--- config.mk ---
export PLATFORM = sky130hd
export DESIGN_NAME = peripheral_subsystem
export DESIGN_NICKNAME = d
export VERILOG_FILES = /design/src/verilog/periph_map_pkg.sv /design/src/verilog/irq_pkg.sv /design/src/verilog/periph_reg_bridge.sv /design/src/verilog/gpio_port.sv /design/src/verilog/plic_lite.sv /design/src/verilog/peripheral_subsystem.sv
export SDC_FILE = /design/constraint.sdc
export NUM_CORES = 1
export LEC_CHECK = 0
export ABC_AREA = 1
export BUFFER_PORTS_ARGS = -buffer_cell sky130_fd_sc_hd__buf_2
export CAP_MARGIN = 0
export CORE_MARGIN = 2
export CORE_UTILIZATION = 44
export CTS_BUF_LIST = sky130_fd_sc_hd__clkbuf_8 sky130_fd_sc_hd__clkbuf_16
export DETAILED_ROUTE_END_ITERATION = 10
export PLACE_DENSITY = 0.72
export SLEW_MARGIN = 40
export SYNTH_ARGS = -nofsm -noshare
export SYNTH_HDL_FRONTEND = slang
export SYNTH_SLANG_ARGS = --single-unit
--- constraint.sdc ---
create_clock -name clk_i -period 2 [get_ports clk_i]
set_input_delay 0.1 -clock clk_i [delete_from_list [all_inputs] [get_ports clk_i]]
set_output_delay 0.1 -clock clk_i [all_outputs]
set_load 0.02 [all_outputs]
--- src/verilog/periph_map_pkg.sv ---
/*
 * Peripheral address map: bus widths, peripheral selects, register offsets
 * and the two views of a bus address word
 */
`default_nettype none

package periph_map_pkg;

  localparam int ADDR_W = 32;
  localparam int DATA_W = 32;
  localparam int SEL_W  = 4;
  localparam int OFF_W  = 6;

  localparam logic [SEL_W-1:0] PLIC_IDX = 4'd0;
  localparam logic [SEL_W-1:0] GPIO_IDX = 4'd1;

  localparam logic [OFF_W-1:0] GPIO_IN_OFF  = 6'd0;
  localparam logic [OFF_W-1:0] GPIO_OUT_OFF = 6'd1;
  localparam logic [OFF_W-1:0] GPIO_EN_OFF  = 6'd2;
  localparam logic [OFF_W-1:0] GPIO_IE_OFF  = 6'd3;
  localparam logic [OFF_W-1:0] GPIO_IS_OFF  = 6'd4;

  localparam logic [OFF_W-1:0] PLIC_PEND_OFF  = 6'd0;
  localparam logic [OFF_W-1:0] PLIC_ENA_OFF   = 6'd1;
  localparam logic [OFF_W-1:0] PLIC_CLAIM_OFF = 6'd2;
  localparam logic [OFF_W-1:0] PLIC_MSIP_OFF  = 6'd3;

  typedef struct packed {
    logic [ADDR_W-SEL_W-OFF_W-3:0] unused;
    logic [SEL_W-1:0]              sel;
    logic [OFF_W-1:0]              off;
    logic [1:0]                    byte_off;
  } periph_addr_s;

  typedef union packed {
    logic [ADDR_W-1:0] raw;
    periph_addr_s      fields;
  } periph_addr_u;

endpackage

`default_nettype wire

--- src/verilog/irq_pkg.sv ---
/*
 * Interrupt source layout and claim ID width of the interrupt controller
 */
`default_nettype none

package irq_pkg;

  // Source 0 is reserved and reads as no interrupt
  localparam int GPIO_SRC_BASE = 1;

  // External sources follow right after the GPIO pins
  localparam int MAX_SRC = 32;

  localparam int ID_W = 5;

endpackage

`default_nettype wire

--- src/verilog/periph_reg_bridge.sv ---
/*
 * OBI slave to register bridge: decodes the word address into a peripheral
 * strobe and offset, and returns read data one cycle after each request
 */
`timescale 1ns/1ps
`default_nettype none

module periph_reg_bridge (
  input  logic                               clk_i,
  input  logic                               rst_n_i,
  input  logic                               obi_req_i,
  input  logic                               obi_we_i,
  input  logic [3:0]                         obi_be_i,
  input  logic [periph_map_pkg::ADDR_W-1:0]  obi_addr_i,
  input  logic [periph_map_pkg::DATA_W-1:0]  obi_wdata_i,
  output logic                               obi_gnt_o,
  output logic                               obi_rvalid_o,
  output logic [periph_map_pkg::DATA_W-1:0]  obi_rdata_o,
  output logic [periph_map_pkg::OFF_W-1:0]   reg_off_o,
  output logic [periph_map_pkg::DATA_W-1:0]  reg_wdata_o,
  output logic                               gpio_we_o,
  output logic                               gpio_re_o,
  output logic                               plic_we_o,
  output logic                               plic_re_o,
  input  logic [periph_map_pkg::DATA_W-1:0]  gpio_rdata_i,
  input  logic [periph_map_pkg::DATA_W-1:0]  plic_rdata_i
);

  import periph_map_pkg::*;

  periph_addr_u addr;
  logic         gpio_sel;
  logic         plic_sel;

  assign addr.raw = obi_addr_i;
  assign gpio_sel = (addr.fields.sel == GPIO_IDX);
  assign plic_sel = (addr.fields.sel == PLIC_IDX);

  // Every access is a full word, byte enables play no part
  assign obi_gnt_o   = 1'b1;
  assign reg_off_o   = addr.fields.off;
  assign reg_wdata_o = obi_wdata_i;

  assign gpio_we_o = obi_req_i & obi_we_i & gpio_sel;
  assign gpio_re_o = obi_req_i & ~obi_we_i & gpio_sel;
  assign plic_we_o = obi_req_i & obi_we_i & plic_sel;
  assign plic_re_o = obi_req_i & ~obi_we_i & plic_sel;

  always_ff @(posedge clk_i) begin
    if (!rst_n_i) begin
      obi_rvalid_o <= 1'b0;
      obi_rdata_o  <= '0;
    end else begin
      obi_rvalid_o <= obi_req_i;
      // Unmapped reads and all writes answer with zero
      if (obi_req_i) begin
        if (gpio_re_o) begin
          obi_rdata_o <= gpio_rdata_i;
        end else if (plic_re_o) begin
          obi_rdata_o <= plic_rdata_i;
        end else begin
          obi_rdata_o <= '0;
        end
      end
    end
  end

  a_single_strobe : assert property (@(posedge clk_i) disable iff (!rst_n_i)
    $onehot0({gpio_we_o, gpio_re_o, plic_we_o, plic_re_o}));

endmodule

`default_nettype wire

--- src/verilog/gpio_port.sv ---
/*
 * GPIO port: output and enable registers, three-stage input synchroniser
 * and rising-edge interrupt status with write-one-to-clear
 */
`timescale 1ns/1ps
`default_nettype none

module gpio_port #(
  parameter int GPIO_W = 24
) (
  input  logic                              clk_i,
  input  logic                              rst_n_i,
  input  logic [periph_map_pkg::OFF_W-1:0]  reg_off_i,
  input  logic [periph_map_pkg::DATA_W-1:0] reg_wdata_i,
  input  logic                              we_i,
  input  logic                              re_i,
  output logic [periph_map_pkg::DATA_W-1:0] rdata_o,
  input  logic [GPIO_W-1:0]                 gpio_i,
  output logic [GPIO_W-1:0]                 gpio_o,
  output logic [GPIO_W-1:0]                 gpio_en_o,
  output logic [GPIO_W-1:0]                 irq_o
);

  import periph_map_pkg::*;

  logic [GPIO_W-1:0] sync1_q;
  logic [GPIO_W-1:0] sync2_q;
  logic [GPIO_W-1:0] sync3_q;
  logic [GPIO_W-1:0] out_q;
  logic [GPIO_W-1:0] en_q;
  logic [GPIO_W-1:0] ie_q;
  logic [GPIO_W-1:0] is_q;
  logic [GPIO_W-1:0] rise;
  logic [GPIO_W-1:0] is_clr;

  // Edge seen between the last two synchroniser stages
  assign rise   = sync2_q & ~sync3_q;
  assign is_clr = (we_i && reg_off_i == GPIO_IS_OFF) ? reg_wdata_i[GPIO_W-1:0] : '0;

  always_ff @(posedge clk_i) begin
    if (!rst_n_i) begin
      sync1_q <= '0;
      sync2_q <= '0;
      sync3_q <= '0;
      out_q   <= '0;
      en_q    <= '0;
      ie_q    <= '0;
      is_q    <= '0;
    end else begin
      sync1_q <= gpio_i;
      sync2_q <= sync1_q;
      sync3_q <= sync2_q;
      // A new edge wins over a clear in the same cycle
      is_q    <= (is_q & ~is_clr) | rise;
      if (we_i) begin
        case (reg_off_i)
          GPIO_OUT_OFF: out_q <= reg_wdata_i[GPIO_W-1:0];
          GPIO_EN_OFF:  en_q  <= reg_wdata_i[GPIO_W-1:0];
          GPIO_IE_OFF:  ie_q  <= reg_wdata_i[GPIO_W-1:0];
          default: ;
        endcase
      end
    end
  end

  always_comb begin
    rdata_o = '0;
    if (re_i) begin
      case (reg_off_i)
        GPIO_IN_OFF:  rdata_o = DATA_W'(sync2_q);
        GPIO_OUT_OFF: rdata_o = DATA_W'(out_q);
        GPIO_EN_OFF:  rdata_o = DATA_W'(en_q);
        GPIO_IE_OFF:  rdata_o = DATA_W'(ie_q);
        GPIO_IS_OFF:  rdata_o = DATA_W'(is_q);
        default:      rdata_o = '0;
      endcase
    end
  end

  assign gpio_o    = out_q;
  assign gpio_en_o = en_q;
  assign irq_o     = is_q & ie_q;

endmodule

`default_nettype wire

--- src/verilog/plic_lite.sv ---
/*
 * Small platform interrupt controller: pending and enable per source,
 * lowest-ID claim read and a software interrupt bit
 */
`timescale 1ns/1ps
`default_nettype none

module plic_lite #(
  parameter int GPIO_W      = 24,
  parameter int NUM_EXT_IRQ = 4
) (
  input  logic                              clk_i,
  input  logic                              rst_n_i,
  input  logic [periph_map_pkg::OFF_W-1:0]  reg_off_i,
  input  logic [periph_map_pkg::DATA_W-1:0] reg_wdata_i,
  input  logic                              we_i,
  input  logic                              re_i,
  output logic [periph_map_pkg::DATA_W-1:0] rdata_o,
  input  logic [GPIO_W-1:0]                 gpio_irq_i,
  input  logic [NUM_EXT_IRQ-1:0]            irq_ext_i,
  output logic                              irq_o,
  output logic                              msip_o
);

  import periph_map_pkg::*;
  import irq_pkg::*;

  localparam int NUM_SRC = 1 + GPIO_W + NUM_EXT_IRQ;

  if (NUM_SRC > MAX_SRC) begin : g_src_check
    $error("plic_lite: too many interrupt sources");
  end

  logic [NUM_SRC-1:0] src;
  logic [NUM_SRC-1:0] pend_q;
  logic [NUM_SRC-1:0] pend_d;
  logic [NUM_SRC-1:0] ena_q;
  logic [NUM_SRC-1:0] active;
  logic [ID_W-1:0]    claim_id;
  logic               msip_q;
  logic               claim_rd;

  assign src[0] = 1'b0;
  assign src[GPIO_SRC_BASE +: GPIO_W] = gpio_irq_i;
  assign src[GPIO_SRC_BASE + GPIO_W +: NUM_EXT_IRQ] = irq_ext_i;

  assign active   = pend_q & ena_q;
  assign claim_rd = re_i && (reg_off_i == PLIC_CLAIM_OFF);

  // Lowest pending and enabled ID, zero when idle
  always_comb begin
    claim_id = '0;
    for (int i = NUM_SRC - 1; i > 0; i--) begin
      if (active[i]) begin
        claim_id = ID_W'(i);
      end
    end
  end

  always_comb begin
    pend_d = pend_q | src;
    if (claim_rd) begin
      pend_d[claim_id] = 1'b0;
    end
  end

  always_ff @(posedge clk_i) begin
    if (!rst_n_i) begin
      pend_q <= '0;
      ena_q  <= '0;
      msip_q <= 1'b0;
    end else begin
      pend_q <= pend_d;
      if (we_i) begin
        case (reg_off_i)
          // Source 0 can never be enabled
          PLIC_ENA_OFF:  ena_q  <= reg_wdata_i[NUM_SRC-1:0] & ~NUM_SRC'(1);
          PLIC_MSIP_OFF: msip_q <= reg_wdata_i[0];
          default: ;
        endcase
      end
    end
  end

  always_comb begin
    rdata_o = '0;
    if (re_i) begin
      case (reg_off_i)
        PLIC_PEND_OFF:  rdata_o = DATA_W'(pend_q);
        PLIC_ENA_OFF:   rdata_o = DATA_W'(ena_q);
        PLIC_CLAIM_OFF: rdata_o = DATA_W'(claim_id);
        PLIC_MSIP_OFF:  rdata_o = DATA_W'(msip_q);
        default:        rdata_o = '0;
      endcase
    end
  end

  assign irq_o  = |active;
  assign msip_o = msip_q;

  a_irq_has_id : assert property (@(posedge clk_i) disable iff (!rst_n_i)
    irq_o |-> claim_id != '0);

endmodule

`default_nettype wire

--- src/verilog/peripheral_subsystem.sv ---
/*
 * Peripheral subsystem: OBI register bridge feeding a GPIO port and
 * an interrupt controller
 */
`timescale 1ns/1ps
`default_nettype none

module peripheral_subsystem #(
  parameter int GPIO_W      = 24,
  parameter int NUM_EXT_IRQ = 4
) (
  input  logic                              clk_i,
  input  logic                              rst_n_i,
  input  logic                              obi_req_i,
  input  logic                              obi_we_i,
  input  logic [3:0]                        obi_be_i,
  input  logic [periph_map_pkg::ADDR_W-1:0] obi_addr_i,
  input  logic [periph_map_pkg::DATA_W-1:0] obi_wdata_i,
  output logic                              obi_gnt_o,
  output logic                              obi_rvalid_o,
  output logic [periph_map_pkg::DATA_W-1:0] obi_rdata_o,
  input  logic [GPIO_W-1:0]                 gpio_i,
  output logic [GPIO_W-1:0]                 gpio_o,
  output logic [GPIO_W-1:0]                 gpio_en_o,
  input  logic [NUM_EXT_IRQ-1:0]            irq_ext_i,
  output logic                              irq_o,
  output logic                              msip_o
);

  import periph_map_pkg::*;

  logic [OFF_W-1:0]  reg_off;
  logic [DATA_W-1:0] reg_wdata;
  logic [DATA_W-1:0] gpio_rdata;
  logic [DATA_W-1:0] plic_rdata;
  logic              gpio_we;
  logic              gpio_re;
  logic              plic_we;
  logic              plic_re;
  logic [GPIO_W-1:0] gpio_irq;

  periph_reg_bridge bridge_i (
    .clk_i        (clk_i),
    .rst_n_i      (rst_n_i),
    .obi_req_i    (obi_req_i),
    .obi_we_i     (obi_we_i),
    .obi_be_i     (obi_be_i),
    .obi_addr_i   (obi_addr_i),
    .obi_wdata_i  (obi_wdata_i),
    .obi_gnt_o    (obi_gnt_o),
    .obi_rvalid_o (obi_rvalid_o),
    .obi_rdata_o  (obi_rdata_o),
    .reg_off_o    (reg_off),
    .reg_wdata_o  (reg_wdata),
    .gpio_we_o    (gpio_we),
    .gpio_re_o    (gpio_re),
    .plic_we_o    (plic_we),
    .plic_re_o    (plic_re),
    .gpio_rdata_i (gpio_rdata),
    .plic_rdata_i (plic_rdata)
  );

  gpio_port #(
    .GPIO_W (GPIO_W)
  ) gpio_i_inst (
    .clk_i       (clk_i),
    .rst_n_i     (rst_n_i),
    .reg_off_i   (reg_off),
    .reg_wdata_i (reg_wdata),
    .we_i        (gpio_we),
    .re_i        (gpio_re),
    .rdata_o     (gpio_rdata),
    .gpio_i      (gpio_i),
    .gpio_o      (gpio_o),
    .gpio_en_o   (gpio_en_o),
    .irq_o       (gpio_irq)
  );

  plic_lite #(
    .GPIO_W      (GPIO_W),
    .NUM_EXT_IRQ (NUM_EXT_IRQ)
  ) plic_i (
    .clk_i       (clk_i),
    .rst_n_i     (rst_n_i),
    .reg_off_i   (reg_off),
    .reg_wdata_i (reg_wdata),
    .we_i        (plic_we),
    .re_i        (plic_re),
    .rdata_o     (plic_rdata),
    .gpio_irq_i  (gpio_irq),
    .irq_ext_i   (irq_ext_i),
    .irq_o       (irq_o),
    .msip_o      (msip_o)
  );

endmodule

`default_nettype wire

# Word level (Yosys, flattened, before mapping)
# Index checks and enable logic that the tools add are counted.
dict set report word_totals {
  mem_bits_rw 0
  mem_count 0
  romBits 0
  register_bits 259
  elab_cells 83
  input_bits 100
  latchBits 0
  out_inout_bits 84
}
dict set report classes {
  addsub 0
  n_mul 0
  shift 0
  reduce_logical 11
  muxes 36
  n_div 0
  eq_ne 5
  n_bitwise 17
  magnitude_cmp 2
}
# operator count
set ops {}
lappend ops {{5-bit two-way mux} 28}
lappend ops {{24-bit case mux with 5 select lines} 1}
lappend ops {{29-bit case mux with 4 select lines} 1}
lappend ops {{24-bit bitwise AND} 3}
lappend ops {{32-bit two-way mux} 2}
lappend ops {{29-bit bitwise AND} 2}
lappend ops {{24-bit inverter} 2}
lappend ops {{29-bit two-way mux} 1}
lappend ops {{29-bit inverter} 1}
lappend ops {{29-bit OR} 1}
lappend ops {{29-bit OR reduction} 1}
lappend ops {{24-bit two-way mux} 1}
lappend ops {{24-bit OR} 1}
lappend ops {{6-bit by 2-bit == test with 1-bit output (second input constant)} 2}
lappend ops {{2-bit AND reduction} 5}
lappend ops {{1-bit bitwise AND} 6}
lappend ops {{6-bit by 1-bit == test with 1-bit output (second input constant)} 1}
lappend ops {{6-bit by 3-bit == test with 1-bit output (second input constant)} 1}
lappend ops {{6-bit zero test} 1}
lappend ops {{5-bit by 6-bit < comparator with 1-bit output (second input constant)} 1}
lappend ops {{1-bit demux with 5-bit select} 1}
lappend ops {{5-bit by 1-bit greater-or-equal comparator with 1-bit output (second input constant)} 1}
lappend ops {{4-bit by 1-bit == test with 1-bit output (second input constant)} 1}
lappend ops {{4-bit zero test} 1}
lappend ops {{3 further kinds} 5}

# Depth between registers and ports, before layout
dict set report logic_depth {
  ltp_word 36
  depth_mapped 33
  ltp_nobuf 33
}

# Hierarchy
# From an unflattened synthesis, not the netlist that was laid out.
dict set report unflattened {
  hier_cells 1855
  area_unflattened_um2 12324.3
}
# module seq_area_each_um2 instances area_per_inst_um2 cells_each
set by_module_without_submodules {}
lappend by_module_without_submodules {gpio_port 3363.2 1 7080.5 1035}
lappend by_module_without_submodules {plic_lite 1161.1 1 3153.0 514}
lappend by_module_without_submodules {periph_reg_bridge 660.6 1 2090.8 306}

# Worst setup path before layout
# No wires, ideal clock.
dict set report synth_timing {
  path_kind {flip-flop to output port}
  start {reg plic_i.pend_q[26]}
  end {out irq_o}
  n_path_buf 0
  required_time_ps 1900
  slack_ps -82
  arrival_ps 1982
  path_stages_with_launch 30
  cell_sequence {dfxtp_1 > nand2_1 > nand2_1 > nand2_1 > nand2_1 > nand2_1 > nand2_1 > nand2_1 > nand2_1 > nand2_1 > nand2_1 > nand2_1 > nand2_1 > nand2_1 > nand2_1 > nand2_1 > nand2_1 > nand2_1 > nand2_1 > nand2_1 > nand2_1 > nand2_1 > nand2_1 > nand2_1 > nand2_1 > nand2_2 > nand2_4 > nand2_8 > nor2_8 > nand4_1}
}
# element line
set synth_lines {}
lappend synth_lines {{start: declaration} plic_lite.sv:35} ;# logic [NUM_SRC-1:0] pend_q;
lappend synth_lines {{start signal: assignment} plic_lite.sv:73} ;# pend_q <= pend_d;
lappend synth_lines {{end: declaration} peripheral_subsystem.sv:26} ;# output logic irq_o,

==> impl_metrics.py <==
metrics = {
    "worst_setup_path": {
        "crit_buf_inv": 2,
        "worstPathRequired_ns": 1.90,
        "cp-end-kind": "output pin",
        "worst_ep_arrival_time_ns": 2.72,
        "critPathMaxStageDelay_ns": 0.32,
        "cpMostUsedCell": "nand2_1",
        "start_kind": "flip-flop",
        "worstSetupPathType": "flip-flop to output pin",
        "crit_fanout": 2,
        "crit_slowest_cell": "dfxtp_2",
        "critical-path-top-delay-family": "simple AND/OR/NAND/NOR gates",
    },
    "yosys": {
        "async_flop_share": 0,
        "syn_inst": 1393,
        "avgSynthCellArea_um2": 7.48,
        "synth_top_family_by_area": "compound AO/OA/AOI/OAI gates",
        "yosysSeqAreaShare": 0.492,
        "synthXorXnorAreaFrac": 0,
        "synth-simple-area-share": 0.193,
        "synth.area.mux_share": 0,
        "synth-edff-count": 0,
        "ys_ff_latch": 256,
        "ys.flop_type": "dfxtp_1",
        "ys_types": 39,
        "synth_adder_area_share": 0,
        "yosysWarnings": 0,
        "synth-compound-area-share": 0.204,
        "netlist_area_mm2": 0.0104,
    },
    "finish": {
        "nets": 1767,
        "fillers": 2105,
        "drive_gt1_frac": 0.222,
        "syn2layout_area_growth_pct": 33.7,
        "finalCoreUtilization": 0.597,
        "final_cells": 2007,
        "final_cell_area_mm2": 0.0139,
    },
    "floorplanning": {
        "initial_core_util": 0.447,
        "dieWidth_um": 158,
        "top_level_ports": 184,
        "rows": 56,
        "die_area_mm2": 0.0249,
        "fp.dieH_um": 158,
        "core_area_mm2": 0.0233,
    },
    "run_status": {
        "outcome": "finished, violations left",
        "violations": "negative setup slack",
    },
    "place": {
        "place_area_mm2": 0.0122,
        "hpwl_um": 24200,
        "port-buffer-count": 150,
        "dp.cells": 1890,
        "gp_congestion": 0.979,
    },
    "sta": {
        "slew_headroom": 0.537,
        "finalCritPeriodShare": 1.41,
        "timing.fmax_ghz": 0.355,
        "worstMarginPinSlew_ns": 0.693,
        "maxSlewViolCount": 0,
        "period_needed_ns": 2.82,
        "setup_viol": 30,
        "fin_worst_skew_ns": 0.00919,
        "grt_setup_unrepaired": "true",
        "layout_setup_ws_ns": -0.817,
        "hold_viol": 0,
    },
    "global_routing": {
        "grt_pass1_wl_um": 52800,
        "grtUsageMet3": 0.0446,
        "grt_pass1_vias": 9762,
        "grt_busiest_layer": "met2",
        "track_usage": 0.272,
        "antenna_found_initial": 1,
        "grt_overflow": 0,
        "met1_usage": 0.381,
        "grt_max_degree": 139,
        "met2_usage": 0.429,
    },
    "routing": {
        "wl_per_cell_um": 17.4,
        "drt-initial-drc-count": 1226,
        "drc": 0,
        "postRouteAntennaNets": 0,
        "avgViaCountPerCell": 5.27,
        "drt_first_pass_iters": 5,
        "vias": 10600,
        "wl_um": 35000,
    },
    "clock_tree": {
        "cts_max_path_buffers": 3,
        "clk_pin_slew_worst_paths_ns": 0.06,
        "tritoncts_num_sinks": 256,
        "cts_tree": "done",
        "numCtsBuffers": 28,
        "htreeDepth": 1,
        "clockRootBuffer": "clkbuf_16",
        "clkLatencyLatePin_ns": 0.55,
    },
    "pwr": {
        "ir_worst_vdd_v": 0.000699,
        "cellLeakagePower_nw": 6.56,
        "total_power_mw": 11.2,
        "pwr_density_cell_mw_per_mm2": 803,
    },
    "worst_hold_path": {
        "hold_path_class": "primary input to flip-flop",
    },
    "flow_run": {
        "maxCapViolCount": 0,
    },
}
==> metal layers <==
metal  up-vias  wire length [µm]
li1       5103                 -
met1      4898             15400
met2       506             15500
met3        75              3060
met4         0              1020
met5         -                 0
==> worst min-delay path: stages <==
cell    delay (ns)
buf_2         0.09
nor4_1        0.04
inv_1         0.14
nor4_1        0.07
nor3_1        0.11
==> cells in the mapped netlist (10+ instances only) <==
cell         n  area, µm²
dfxtp_1    256       5120
nand2_1    220        826
inv_1      207        777
o21ai_0    167        836
nor2_1     149        559
a21oi_1     80        400
nand3_1     71        355
clkbuf_1    63        236
o22ai_1     40        250
a221oi_1    31        272
a2111oi_0   14        123
o21ai_1     11       55.1
a22oi_1     10       75.1
==> where the power goes <==
group | total, mW | switching (mW) | internal (mW)
Sequential | 5.25 | 0.0475 | 5.20
Combinational | 0.591 | 0.359 | 0.232
Clock | 5.34 | 2.12 | 3.22
Total | 11.2 | 2.53 | 8.66
==> metrics by stage <==
| step | TNS (ns) | hold WS (ns) | setup WS [ns] |
|---|---|---|---|
| 2_1_floorplan | -0.254 | 0.198 | -0.0720 |
| 3_3_place_gp | -11.64 | 0.284 | -0.372 |
| 3_5_place_dp | -13.00 | 0.286 | -0.404 |
| 4_1_cts | -11.01 | 0.0581 | -0.837 |
| 5_1_grt | -22.18 | 0.0873 | -1.13 |
| 6_report | -12.46 | 0.0489 | -0.817 |
==> kinds of logic (layout without fill, tap and decap cells) <==
logic type	after synthesis	count (layout)
other	2	5
buffers and inverters	298	590
AND/OR/NAND/NOR	472	472
AO/OA/AOI/OAI	365	365
flip-flops	256	256
==> final cells by class <==
class / instances / area, µm² / share of cell area
sequential: 256 / 5130 / 0.368
multi-input combinational: 841 / 4290 / 0.308
timing repair buffer: 321 / 2320 / 0.167
inverter: 219 / 830 / 0.0595
clock buffer: 29 / 714 / 0.0513
tap: 319 / 399 / 0.0287
clock inverter: 21 / 243 / 0.0174
antenna: 1 / 2.50 / 0.000180
==> state kept, by name (all words and copies together), names as in the netlist <==
signal / cells
bridge_i.obi_rvalid_o: 1
gpio_i_inst.is_q: 24
gpio_i_inst.gpio_en_o: 24
plic_i.pend_q: 29
gpio_i_inst.sync1_q: 24
gpio_i_inst.sync3_q: 24
bridge_i.obi_rdata_o: 29
plic_i.msip_o: 1
plic_i.ena_q: 28
gpio_i_inst.sync2_q: 24
gpio_i_inst.ie_q: 24
gpio_i_inst.gpio_o: 24
==> final timing paths <==
path / slack [ns] / cells after the start / from / endpoint
setup / recovery: -0.82 / 31 / plic_i.pend_q[27] / irq_o
hold / removal: 0.05 / 5 / obi_addr_i[10] / plic_i.msip_o
setup reg to reg: -0.53 / 34 / plic_i.ena_q[27] / plic_i.pend_q[27]
hold reg to reg: 0.41 / 2 / gpio_i_inst.sync1_q[9] / gpio_i_inst.sync2_q[9]
==> timing repair <==
item                       CTS  global route
hold buffers                58             0
gates resized for setup     10            35
setup endpoints to repair   30            32
hold endpoints to repair   151             0
buffers inserted             6             4
pin swaps                   10            24
==> cells in the final DEF, fill, tap and decap left out, drive strengths merged, types with 4 or more instances in the layout <==
cell type and n:
a22oi 10, nand3 71, nor2 153, inv 225, a2111oi 15, conb 4, clkbuf 29, nand2 232
clkinv 6, a21oi 82, buf 263, dlygate4sd3 58, dfxtp 256, nand4 4, bufinv 5, a221oi 31
o22ai 40, o21ai 178, nor3 9, clkinvlp 4
Power figures use the tool's default switching activity.
